$ cat src/common/dump_config.svh
`ifndef DUMP_CONFIG_SVH
`define DUMP_CONFIG_SVH

// words read per dump
`define DUMP_WORDS 4

// clk cycles per SPI clock half period
`define SPI_HALF_DIV 2

// clk cycles per UART bit
`define UART_CLKS_PER_BIT 16

// standard slow read opcode
`define FLASH_READ_CMD 8'h03

`endif

$ cat src/common/dump_pkg.sv
package dump_pkg;

   // read request, one per flash word
   typedef struct packed {
      logic        last;  // final word of the dump
      logic [23:0] addr;  // byte address in flash
   } rd_req_t;

   // word returned by the SPI reader
   typedef struct packed {
      logic        last;
      logic [31:0] data;  // first byte read sits in 7:0
   } rd_word_t;

   // byte handed to the UART
   typedef struct packed {
      logic       last;  // last byte of the dump
      logic [7:0] data;
   } tx_byte_t;

   typedef enum logic [1:0] {
      CTRL_IDLE,
      CTRL_ISSUE,
      CTRL_WAIT_END
   } ctrl_state_e;

   typedef enum logic [2:0] {
      SPI_IDLE,
      SPI_CMD,
      SPI_ADDR,
      SPI_DATA,
      SPI_DONE
   } spi_state_e;

   typedef enum logic [1:0] {
      UART_IDLE,
      UART_START,
      UART_DATA,
      UART_STOP
   } uart_state_e;

endpackage

$ cat src/hdl/dump_ctrl.sv
`timescale 1ns/1ps
`include "dump_config.svh"

module dump_ctrl import dump_pkg::*; (
   input  logic        clk,
   input  logic        rst,
   input  logic        start,
   input  logic [23:0] start_addr,
   output logic        req_valid,
   output rd_req_t     req,
   input  logic        req_ready,
   input  logic        frame_last_end,
   output logic        busy
);

   localparam int CNT_W = $clog2(`DUMP_WORDS + 1);

   ctrl_state_e      state;
   logic [23:0]      addr;
   logic [CNT_W-1:0] cnt;
   logic             last_word;
   logic             req_fire;

   assign last_word = (cnt == CNT_W'(`DUMP_WORDS - 1));
   assign req_fire  = req_valid && req_ready;

   assign req.addr = addr;
   assign req.last = last_word;

   // drops together with the done pulse
   assign busy = (state != CTRL_IDLE) && !frame_last_end;

   always_ff @(posedge clk) begin
      if (rst) begin
         state     <= CTRL_IDLE;
         req_valid <= 1'b0;
         cnt       <= '0;
      end else begin
         case (state)
            CTRL_IDLE: begin
               if (start) begin
                  state     <= CTRL_ISSUE;
                  req_valid <= 1'b1;
                  cnt       <= '0;
               end
            end
            CTRL_ISSUE: begin
               if (req_fire) begin
                  if (last_word) begin
                     state     <= CTRL_WAIT_END;
                     req_valid <= 1'b0;
                  end else begin
                     cnt <= cnt + 1'b1;  // next word, valid stays up
                  end
               end
            end
            CTRL_WAIT_END: begin
               if (frame_last_end) begin
                  state <= CTRL_IDLE;
               end
            end
            default: state <= CTRL_IDLE;
         endcase
      end
   end

   always_ff @(posedge clk) begin
      if (state == CTRL_IDLE && start) begin
         addr <= start_addr;
      end else if (req_fire) begin
         addr <= addr + 24'd4;  // one word per request
      end
   end

   // a pending request must not change under the reader
   req_hold_a: assert property (@(posedge clk) disable iff (rst)
      req_valid && !req_ready |=> req_valid && $stable(req));

   // the last frame can only finish once every request is out
   last_end_a: assert property (@(posedge clk) disable iff (rst)
      frame_last_end |-> state == CTRL_WAIT_END);

endmodule

$ cat src/spi/spi_flash_reader.sv
`timescale 1ns/1ps
`include "dump_config.svh"

module spi_flash_reader import dump_pkg::*; (
   input  logic     clk,
   input  logic     rst,
   input  logic     req_valid,
   input  rd_req_t  req,
   output logic     req_ready,
   output logic     word_valid,
   output rd_word_t word,
   input  logic     word_ready,
   output logic     spi_sck,
   output logic     spi_cs_n,
   output logic     spi_mosi,
   input  logic     spi_miso
);

   localparam int DIV_W = $clog2(`SPI_HALF_DIV + 1);

   spi_state_e       state;
   logic [DIV_W-1:0] div;
   logic             half_end;
   logic             shifting;
   logic [4:0]       bit_cnt;
   logic [31:0]      tx_sr;
   logic [31:0]      rx_sr;
   logic             last_q;
   logic             sck_q;
   logic             cs_n_q;
   logic             valid_q;

   assign shifting  = (state == SPI_CMD) || (state == SPI_ADDR) || (state == SPI_DATA);
   assign half_end  = shifting && (div == DIV_W'(`SPI_HALF_DIV - 1));
   assign req_ready = (state == SPI_IDLE);

   assign spi_sck  = sck_q;
   assign spi_cs_n = cs_n_q;
   assign spi_mosi = tx_sr[31] && !cs_n_q;

   // bytes arrive msb first, first one goes to the low byte
   assign word_valid = valid_q;
   assign word.data  = {rx_sr[7:0], rx_sr[15:8], rx_sr[23:16], rx_sr[31:24]};
   assign word.last  = last_q;

   always_ff @(posedge clk) begin
      if (rst) begin
         state   <= SPI_IDLE;
         div     <= '0;
         bit_cnt <= '0;
         sck_q   <= 1'b0;
         cs_n_q  <= 1'b1;
         valid_q <= 1'b0;
      end else begin
         if (shifting) begin
            div <= half_end ? '0 : div + 1'b1;
         end
         case (state)
            SPI_IDLE: begin
               if (req_valid) begin
                  state   <= SPI_CMD;
                  cs_n_q  <= 1'b0;
                  div     <= '0;
                  bit_cnt <= '0;
               end
            end
            SPI_CMD, SPI_ADDR, SPI_DATA: begin
               if (half_end) begin
                  sck_q <= !sck_q;
                  if (sck_q) begin  // falling edge ends a bit
                     bit_cnt <= bit_cnt + 1'b1;
                     if (state == SPI_CMD && bit_cnt == 5'd7) begin
                        state <= SPI_ADDR;
                     end else if (state == SPI_ADDR && bit_cnt == 5'd31) begin
                        state <= SPI_DATA;  // counter wraps to 0
                     end else if (state == SPI_DATA && bit_cnt == 5'd31) begin
                        state  <= SPI_DONE;
                        cs_n_q <= 1'b1;
                     end
                  end
               end
            end
            SPI_DONE: begin
               if (!valid_q) begin
                  valid_q <= 1'b1;  // one cycle after cs_n rises
               end else if (word_ready) begin
                  valid_q <= 1'b0;
                  state   <= SPI_IDLE;
               end
            end
            default: state <= SPI_IDLE;
         endcase
      end
   end

   always_ff @(posedge clk) begin
      if (state == SPI_IDLE && req_valid) begin
         tx_sr  <= {`FLASH_READ_CMD, req.addr};
         last_q <= req.last;
      end else if (half_end) begin
         if (sck_q) begin
            tx_sr <= {tx_sr[30:0], 1'b0};  // mosi moves on falling sck
         end else if (state == SPI_DATA) begin
            rx_sr <= {rx_sr[30:0], spi_miso};  // sample on rising sck
         end
      end
   end

   // mode 0 clock idles low outside a transaction
   sck_idle_a: assert property (@(posedge clk) disable iff (rst)
      spi_cs_n |-> !spi_sck);

endmodule

$ cat src/hdl/word_unpacker.sv
`timescale 1ns/1ps

module word_unpacker import dump_pkg::*; (
   input  logic     clk,
   input  logic     rst,
   input  logic     word_valid,
   input  rd_word_t word,
   output logic     word_ready,
   output logic     byte_valid,
   output tx_byte_t tx_data,
   input  logic     byte_ready
);

   rd_word_t   word_q;
   logic       full;
   logic [1:0] idx;
   logic       byte_fire;

   assign word_ready = !full;
   assign byte_valid = full;
   assign byte_fire  = byte_valid && byte_ready;

   assign tx_data.data = word_q.data[idx*8 +: 8];
   assign tx_data.last = word_q.last && (idx == 2'd3);  // only the final byte of the dump

   always_ff @(posedge clk) begin
      if (rst) begin
         full <= 1'b0;
         idx  <= '0;
      end else if (!full) begin
         if (word_valid) begin
            full <= 1'b1;
            idx  <= '0;
         end
      end else if (byte_fire) begin
         idx <= idx + 1'b1;
         if (idx == 2'd3) begin
            full <= 1'b0;  // free for the next word
         end
      end
   end

   always_ff @(posedge clk) begin
      if (word_valid && word_ready) begin
         word_q <= word;
      end
   end

endmodule

$ cat src/uart/uart_tx.sv
`timescale 1ns/1ps
`include "dump_config.svh"

module uart_tx import dump_pkg::*; (
   input  logic     clk,
   input  logic     rst,
   input  logic     byte_valid,
   input  tx_byte_t tx_data,
   output logic     byte_ready,
   output logic     uart_tx_pin,
   output logic     frame_last_end
);

   localparam int CNT_W = $clog2(`UART_CLKS_PER_BIT + 1);

   uart_state_e      state;
   logic [CNT_W-1:0] cnt;
   logic             bit_end;
   logic [2:0]       bit_idx;
   logic [7:0]       sh;
   logic             last_q;

   assign bit_end    = (cnt == CNT_W'(`UART_CLKS_PER_BIT - 1));
   assign byte_ready = (state == UART_IDLE);

   always_ff @(posedge clk) begin
      if (rst) begin
         state          <= UART_IDLE;
         cnt            <= '0;
         bit_idx        <= '0;
         uart_tx_pin    <= 1'b1;
         frame_last_end <= 1'b0;
      end else begin
         frame_last_end <= 1'b0;
         if (state != UART_IDLE) begin
            cnt <= bit_end ? '0 : cnt + 1'b1;
         end
         case (state)
            UART_IDLE: begin
               if (byte_valid) begin
                  state       <= UART_START;
                  cnt         <= '0;
                  uart_tx_pin <= 1'b0;  // start bit
               end
            end
            UART_START: begin
               if (bit_end) begin
                  state       <= UART_DATA;
                  bit_idx     <= '0;
                  uart_tx_pin <= sh[0];
               end
            end
            UART_DATA: begin
               if (bit_end) begin
                  if (bit_idx == 3'd7) begin
                     state       <= UART_STOP;
                     uart_tx_pin <= 1'b1;
                  end else begin
                     bit_idx     <= bit_idx + 1'b1;
                     uart_tx_pin <= sh[1];  // sh shifts this same edge
                  end
               end
            end
            UART_STOP: begin
               if (bit_end) begin
                  state          <= UART_IDLE;
                  frame_last_end <= last_q;
               end
            end
            default: state <= UART_IDLE;
         endcase
      end
   end

   always_ff @(posedge clk) begin
      if (state == UART_IDLE && byte_valid) begin
         sh     <= tx_data.data;
         last_q <= tx_data.last;
      end else if (state == UART_DATA && bit_end) begin
         sh <= {1'b0, sh[7:1]};  // lsb first
      end
   end

   // line must rest at mark between frames
   idle_mark_a: assert property (@(posedge clk) disable iff (rst)
      state == UART_IDLE |-> uart_tx_pin);

endmodule

$ cat src/hdl/hex_dump.sv
`timescale 1ns/1ps

module hex_dump import dump_pkg::*; (
   input  logic        clk,
   input  logic        rst,
   input  logic        start,
   input  logic [23:0] start_addr,
   output logic        busy,
   output logic        done,
   output logic        uart_tx_pin,
   output logic        spi_sck,
   output logic        spi_cs_n,
   output logic        spi_mosi,
   input  logic        spi_miso
);

   logic     req_valid;
   logic     req_ready;
   rd_req_t  req;
   logic     word_valid;
   logic     word_ready;
   rd_word_t word;
   logic     byte_valid;
   logic     byte_ready;
   tx_byte_t tx_data;

   dump_ctrl ctrl_i (
      .clk            (clk),
      .rst            (rst),
      .start          (start),
      .start_addr     (start_addr),
      .req_valid      (req_valid),
      .req            (req),
      .req_ready      (req_ready),
      .frame_last_end (done),
      .busy           (busy)
   );

   spi_flash_reader reader_i (
      .clk        (clk),
      .rst        (rst),
      .req_valid  (req_valid),
      .req        (req),
      .req_ready  (req_ready),
      .word_valid (word_valid),
      .word       (word),
      .word_ready (word_ready),
      .spi_sck    (spi_sck),
      .spi_cs_n   (spi_cs_n),
      .spi_mosi   (spi_mosi),
      .spi_miso   (spi_miso)
   );

   word_unpacker unpacker_i (
      .clk        (clk),
      .rst        (rst),
      .word_valid (word_valid),
      .word       (word),
      .word_ready (word_ready),
      .byte_valid (byte_valid),
      .tx_data    (tx_data),
      .byte_ready (byte_ready)
   );

   uart_tx uart_i (
      .clk            (clk),
      .rst            (rst),
      .byte_valid     (byte_valid),
      .tx_data        (tx_data),
      .byte_ready     (byte_ready),
      .uart_tx_pin    (uart_tx_pin),
      .frame_last_end (done)  // also the done output
   );

endmodule

$ cat config.mk
export PLATFORM = sky130hd
export DESIGN_NAME = hex_dump
export DESIGN_NICKNAME = d
export VERILOG_FILES = /design/src/common/dump_pkg.sv /design/src/hdl/dump_ctrl.sv /design/src/spi/spi_flash_reader.sv /design/src/hdl/word_unpacker.sv /design/src/uart/uart_tx.sv /design/src/hdl/hex_dump.sv
export VERILOG_INCLUDE_DIRS = /design/src /design/src/common
export SDC_FILE = /design/constraint.sdc
export NUM_CORES = 1
export LEC_CHECK = 0
export BUFFER_PORTS_ARGS = -buffer_cell sky130_fd_sc_hd__clkbuf_2
export CAP_MARGIN = 20
export CORE_ASPECT_RATIO = 1.2
export CORE_MARGIN = 2
export CORE_UTILIZATION = 50
export CTS_CLUSTER_DIAMETER = 150
export DETAILED_ROUTE_END_ITERATION = 8
export PLACE_DENSITY = 0.77
export SETUP_SLACK_MARGIN = 0.4
export SLEW_MARGIN = 40
export SYNTH_ARGS = -nofsm -noshare
export SYNTH_HDL_FRONTEND = slang
export SYNTH_SLANG_ARGS = --single-unit
$ cat constraint.sdc
create_clock -name clk -period 4.3 [get_ports clk]
set_clock_uncertainty 0.15 [all_clocks]
set_input_delay 0.215 -clock clk [delete_from_list [all_inputs] [get_ports clk]]
set_output_delay 0.215 -clock clk [all_outputs]
set_load 0.01 [all_outputs]
==> results.json, run 1 <==
{
  "max-slew-margin-rel_pct": 52.38,
  "critical_path_class": "flop to flop",
  "area_growth_pct": 16.85,
  "crit_cells": 7,
  "post-synth-top-area-cell": "edfxtp_1",
  "wl_met1_mm": 5.981,
  "firstDrtPassIters": 5,
  "r2r_cells": 7,
  "antenna_found_initial": 0,
  "final_cell_mix": "157 x nand2_1, 123 x edfxtp_1, 42 x dfxtp_1",
  "startpoint": "reader_i.state[2]",
  "arrival_ps": 2770,
  "p_per_area_nw_per_um2": 478.0,
  "power.total_mw": 3.848,
  "cp_num_buf_inv": 1,
  "yosys_warnings": 0,
  "cap_viol_max_count": 0,
  "setup_violations": 0,
  "hp-class": "input pin to flop",
  "worstSkewPairLatency_ps": 420,
  "grt_usage_pct": 18.86,
  "top_layer": "met4",
  "via_per_inst": 5.526,
  "dp_hpwl_mm": 8.268,
  "path_cells": "nor2b_1 -> nand2_2 -> inv_2 -> o22ai_2 -> nor3_1 -> a21oi_1 -> nor2_1",
  "path_clk_slew_ps": 70,
  "fmax_mhz": 379.6,
  "drive_gt1_share_pct": 14.42,
  "worstMarginPinSlew_ps": 713.5,
  "critPathSlowestCell": "dfxtp_1",
  "post_drt_wl_per_cell_um": 16.22,
  "timing.rr.end": "ctrl_i.cnt[0]",
  "synthCells": 584,
  "syn_area_um2": 6889,
  "drtAntennaViolNets": 0,
  "seqCellArea_um2": 4534,
  "path_delay_family": "simple AND/OR/NAND/NOR gates",
  "synth_edf_count": 123,
  "grt_max_degree": 37,
  "synth_top_cell_area_share_pct": 53.61,
  "cts_tree": "done",
  "placementRows": 47,
  "numClockSinks": 165,
  "hp-start": "start",
  "wl_met3_um": 668,
  "synth-async-reset-ratio_pct": 0,
  "num_vias": 4548,
  "ctsHtreeMaxLevel": 4,
  "p_leak_nw": 2.962,
  "first_iter_violations": 458,
  "grt_pass1_wl_mm": 22.09,
  "hold_viol": 0,
  "dieArea_um2": 14740,
  "critPathMaxStageDelay_ps": 580,
  "cts_made_buffers": 17,
  "rrSetupSlack_ps": 1670,
  "clockBufferDepth": 2,
  "end_kind": "flop",
  "nets": 680,
  "multi_input_area_um2": 2231,
  "synth_cell_types": 53,
  "fin_setup_tns_ps": 0,
  "yosys-top-cells-area": "edfxtp_1 54%, dfxtp_1 12%, nand2_1 8.7%",
  "rsz0062_at_grt": "no",
  "gp_congestion": 0.7963,
  "antenna_cells": 0,
  "peakVddDrop_uv": 247.5,
  "wl_met2_mm": 6.449,
  "cp_max_fo": 36,
  "final.period_utilization_pct": 61.27,
  "cp-start-kind": "flop",
  "fp.dieW_um": 111.2,
  "coreArea_um2": 13640,
  "port_buffers": 33,
  "cts_setup_buffers": 0,
  "dieHeight_um": 132.6,
  "synth.net_count": 625,
  "status": "finished, final reports clean",
  "drc_errors": 0,
  "wl_mm": 13.35,
  "reg2reg_from": "reader_i.state[2]",
  "fill_cells": 1087,
  "overflow": 0,
  "worstPathRequired_ps": 4430,
  "critPathCapture": "ctrl_i.cnt[0]",
  "synth_top_flop_cell": "edfxtp_1",
  "fin_crit_ps": 2634,
  "start_util_pct": 50.50,
  "ios": 34,
  "cts_root_buffer": "clkbuf_16",
  "avgSynthCellArea_um2": 11.80,
  "mostFrequentLayoutCell": "nand2_1",
  "grt_pass1_vias": 4507,
  "synth-seq-cells": 165,
  "yosysSeqAreaShare_pct": 65.82,
  "slew_violations": 0
}
[metal layers]
layer | vias up | track usage (%)
met2 | 166 | 30.44
met4 | 0 | 6.996
li1 | 2173 | -
met5 | - | 0
met3 | 23 | 4.672
met1 | 2186 | 25.03
[state kept, by name, indices dropped and copies added (netlist names), 3 cells and up]
name / flops
reader_i.state: 3
unpacker_i.word_q: 33
uart_i.sh: 8
reader_i.bit_cnt: 5
uart_i.cnt: 5
reader_i.tx_sr: 32
reader_i.rx_sr: 32
uart_i.bit_idx: 3
ctrl_i.addr: 24
ctrl_i.cnt: 3
[cell usage after synthesis (2+ instances only)]
master,instances
nand4_1,6
nor2_1,36
nand3_1,18
nor3_1,11
nand2_1,159
nor2_4,2
dfxtp_1,42
edfxtp_1,123
mux2i_1,2
clkbuf_1,12
nand4b_1,2
inv_1,9
a22oi_1,4
xnor2_1,9
ha_1,13
and2_1,5
o21ai_0,28
mux4_2,8
a31oi_1,4
xor2_1,17
a21oi_1,22
buf_2,11
and3_1,4
nor2b_1,8
[per-stage QoR]
step           util [%]  instance area, µm²  setup slack (ps)  instances  hold slack, ps
2_1_floorplan         -                6895              1265        584           163.9
3_3_place_gp      52.77                7199              1838        766           248.4
3_5_place_dp      52.81                7204              1706        766           243.6
4_1_cts           59.01                8050              1650        823           36.81
5_1_grt           59.01                8050              1422        823           59.55
6_report          59.01                8050              1666        823           52.30
[how the worst min path moves through the flow]
stage / to / cells after the start
after global routing: ctrl_i.addr[3] / 4
after detailed placement: reader_i.rx_sr[0] / 1
final: ctrl_i.addr[3] / 4
after global placement: reader_i.rx_sr[0] / 1
after floorplan: reader_i.rx_sr[0] / 0
after CTS: ctrl_i.addr[3] / 4
[cell families after synthesis]
logic type | Yosys count | synth area share (%)
buffers and inverters | 35 | 2.125
XOR/XNOR | 26 | 3.306
multiplexers | 11 | 3.069
adder cells (fa/ha/maj) | 13 | 2.361
AO/OA/AOI/OAI | 68 | 5.757
AND/OR/NAND/NOR | 266 | 17.56
flip-flops | 165 | 65.82
[power breakdown]
part           switching (mW)  total (mW)  internal (mW)  leakage (nW)
Sequential             0.0935        1.94           1.84          1.48
Combinational           0.248       0.394          0.145          1.20
Clock                   0.648        1.52          0.868         0.281
[worst min-delay path, delay by kind of cell]
kind / cells / cell delay [ps]
buf+inv: 1 / 90
simple gates: 3 / 220
[repair_timing]
| action | 4_1_cts | 5_1_grt |
|---|---|---|
| resized for setup | 0 | 0 |
| hold buffers | 25 | 0 |
| endpoints found under the hold margin | 25 | 0 |
[final cells by class]
class                   instances  share of cell area, %
well taps                     171                  2.658
inverters                      10                 0.4663
flip-flops and latches        165                  56.33
clock buffers                  17                  5.284
multi-input cells             384                  27.71
clock inverters                15                  2.114
repair buffers                 61                  5.440
Power figures use the tool's default switching activity.
==> run 2: changes to the inputs <==
==> constraint.sdc (replaced) <==
create_clock -name clk -period 2.1 [get_ports clk]
set_clock_uncertainty 0.15 [all_clocks]
set_input_delay 0.105 -clock clk [delete_from_list [all_inputs] [get_ports clk]]
set_output_delay 0.105 -clock clk [all_outputs]
set_load 0.01 [all_outputs]
==> run 2 against run 1 <==
  * Hold slack improved by 190 ps
  * Cell count rose by 5.8%
  * Final area rose by 8.3%
  * Count of clock-buffer cells in the layout rose by 2
  * Highest routed layer unchanged
==> results.json, run 2 (synthesis results as in run 1) <==
{
  "multi_input_area_um2": 2465,
  "antenna_cells": 0,
  "critPathMaxStageDelay_ps": 520,
  "end_kind": "flop",
  "num_vias": 4823,
  "max-slew-margin-rel_pct": 68.53,
  "drc_errors": 0,
  "reg.largest.list": "unpacker_i.word_q x33, reader_i.rx_sr x32, reader_i.tx_sr x32",
  "area_growth_pct": 26.52,
  "dieHeight_um": 132.6,
  "status": "finished, final reports clean",
  "grt_pass1_wl_mm": 21.78,
  "setup_violations": 0,
  "hp-class": "input pin to flop",
  "p_leak_nw": 3.222,
  "firstDrtPassIters": 5,
  "rsz0062_at_grt": "yes",
  "cp_num_buf_inv": 0,
  "numClockSinks": 165,
  "path_delay_family": "simple AND/OR/NAND/NOR gates",
  "hold-worst-slack_ps": 244.2,
  "ctsHtreeMaxLevel": 4,
  "fill_cells": 939,
  "cp_max_fo": 3,
  "regMostFlops": "unpacker_i.word_q",
  "dieArea_um2": 14740,
  "start_util_pct": 50.50,
  "critPathSlowestCell": "or4_4",
  "coreArea_um2": 13640,
  "path_cells": "ha_4 -> nand2_4 -> or4_4 -> xor2_2 -> o21ai_2",
  "path_clk_slew_ps": 60,
  "cp-start-kind": "flop",
  "worstPathRequired_ps": 2140,
  "final_cell_mix": "152 x nand2_1, 123 x edfxtp_1, 40 x buf_4",
  "rrSetupSlack_ps": 270,
  "ios": 34,
  "antenna_found_initial": 0,
  "dp_hpwl_mm": 8.150,
  "grt_max_degree": 36,
  "wl_mm": 14.38,
  "slew_violations": 0,
  "post_drt_wl_per_cell_um": 16.51,
  "nets": 729,
  "final_util_pct": 63.88,
  "worstMarginPinSlew_ps": 470.9,
  "cts_tree": "done",
  "drive_gt1_share_pct": 26.14,
  "first_iter_violations": 451,
  "critical_path_class": "flop to flop",
  "cts_root_buffer": "clkbuf_16",
  "worstSkewPairLatency_ps": 430,
  "grt_pass1_vias": 4613,
  "overflow": 0,
  "final.period_utilization_pct": 86.92,
  "gp_congestion": 0.8552,
  "drtAntennaViolNets": 0,
  "mostFrequentLayoutCell": "nand2_1",
  "fin_crit_ps": 1825,
  "cts_made_buffers": 17,
  "fmax_mhz": 547.8,
  "seqCellArea_um2": 4559,
  "via_per_inst": 5.537,
  "power.total_mw": 8.105,
  "placementRows": 47,
  "peakVddDrop_uv": 579.0,
  "grt_usage_pct": 18.72,
  "port_buffers": 33,
  "fp.dieW_um": 111.2,
  "arrival_ps": 1860,
  "p_per_area_nw_per_um2": 929.9,
  "clockBufferDepth": 2,
  "hold_viol": 0,
  "largest_reg_flops": 33,
  "cap_viol_max_count": 0
}
-- run 2: path summary, 6_finish.rpt --
path / start / endpoint / cells after the start
worst max-delay path: ctrl_i.addr[2] / ctrl_i.addr[12] / 5
worst min-delay path: spi_miso / reader_i.rx_sr[0] / 2
worst max register to register: ctrl_i.addr[2] / ctrl_i.addr[12] / 5
worst min register to register: reader_i.last_q / unpacker_i.word_q[32] / 0
-- run 2: repair_timing --
| action | in CTS | in global routing |
|---|---|---|
| setup buffers | 10 | 23 |
| endpoints found under the hold margin | 40 | 1 |
| pin swaps | 3 | 21 |
| resized for setup | 29 | 46 |
| endpoints found under the setup margin | 103 | 117 |
| hold buffers | 26 | 1 |
| cloned | 0 | 1 |
-- run 2: final cells by class --
class	count	area share [%]
Sequential cell	165	52.31
Timing Repair Buffer	109	9.805
Inverter	10	0.5168
Tap cell	171	2.455
Clock buffer	19	4.967
Clock inverter	12	1.579
Multi-Input combinational cell	384	28.28
Timing Repair inverter	1	0.08613
-- run 2: report_power, final --
part	internal, mW	total [mW]	switching [mW]	leakage (nW)
clock	1.84	3.03	1.20	0.265
combinational	0.469	1.10	0.633	1.47
sequential	3.78	3.97	0.185	1.48
total	6.09	8.10	2.01	3.22
-- run 2: routing by layer --
metal  GRT usage (%)  wire (µm)  up-vias  part of all wire (%)
met5               0          0        -                     0
met4           7.613        367        0                   2.6
met3           5.314        700       34                   4.9
met2           31.60       7359      154                    51
met1           22.85       5954     2369                    41
li1                -          -     2266                     -
-- run 2: metrics by stage --
step                setup slack [ps]  setup TNS (ps)  instance area (µm²)  cells
floorplan                     -162.3           -5194                 6948    584
global placement               264.7               0                 7347    779
finish                         274.6               0                 8716    871
detailed placement             220.4               0                 7347    779
global route                   231.8               0                 8716    871
CTS                            280.2               0                 8373    846
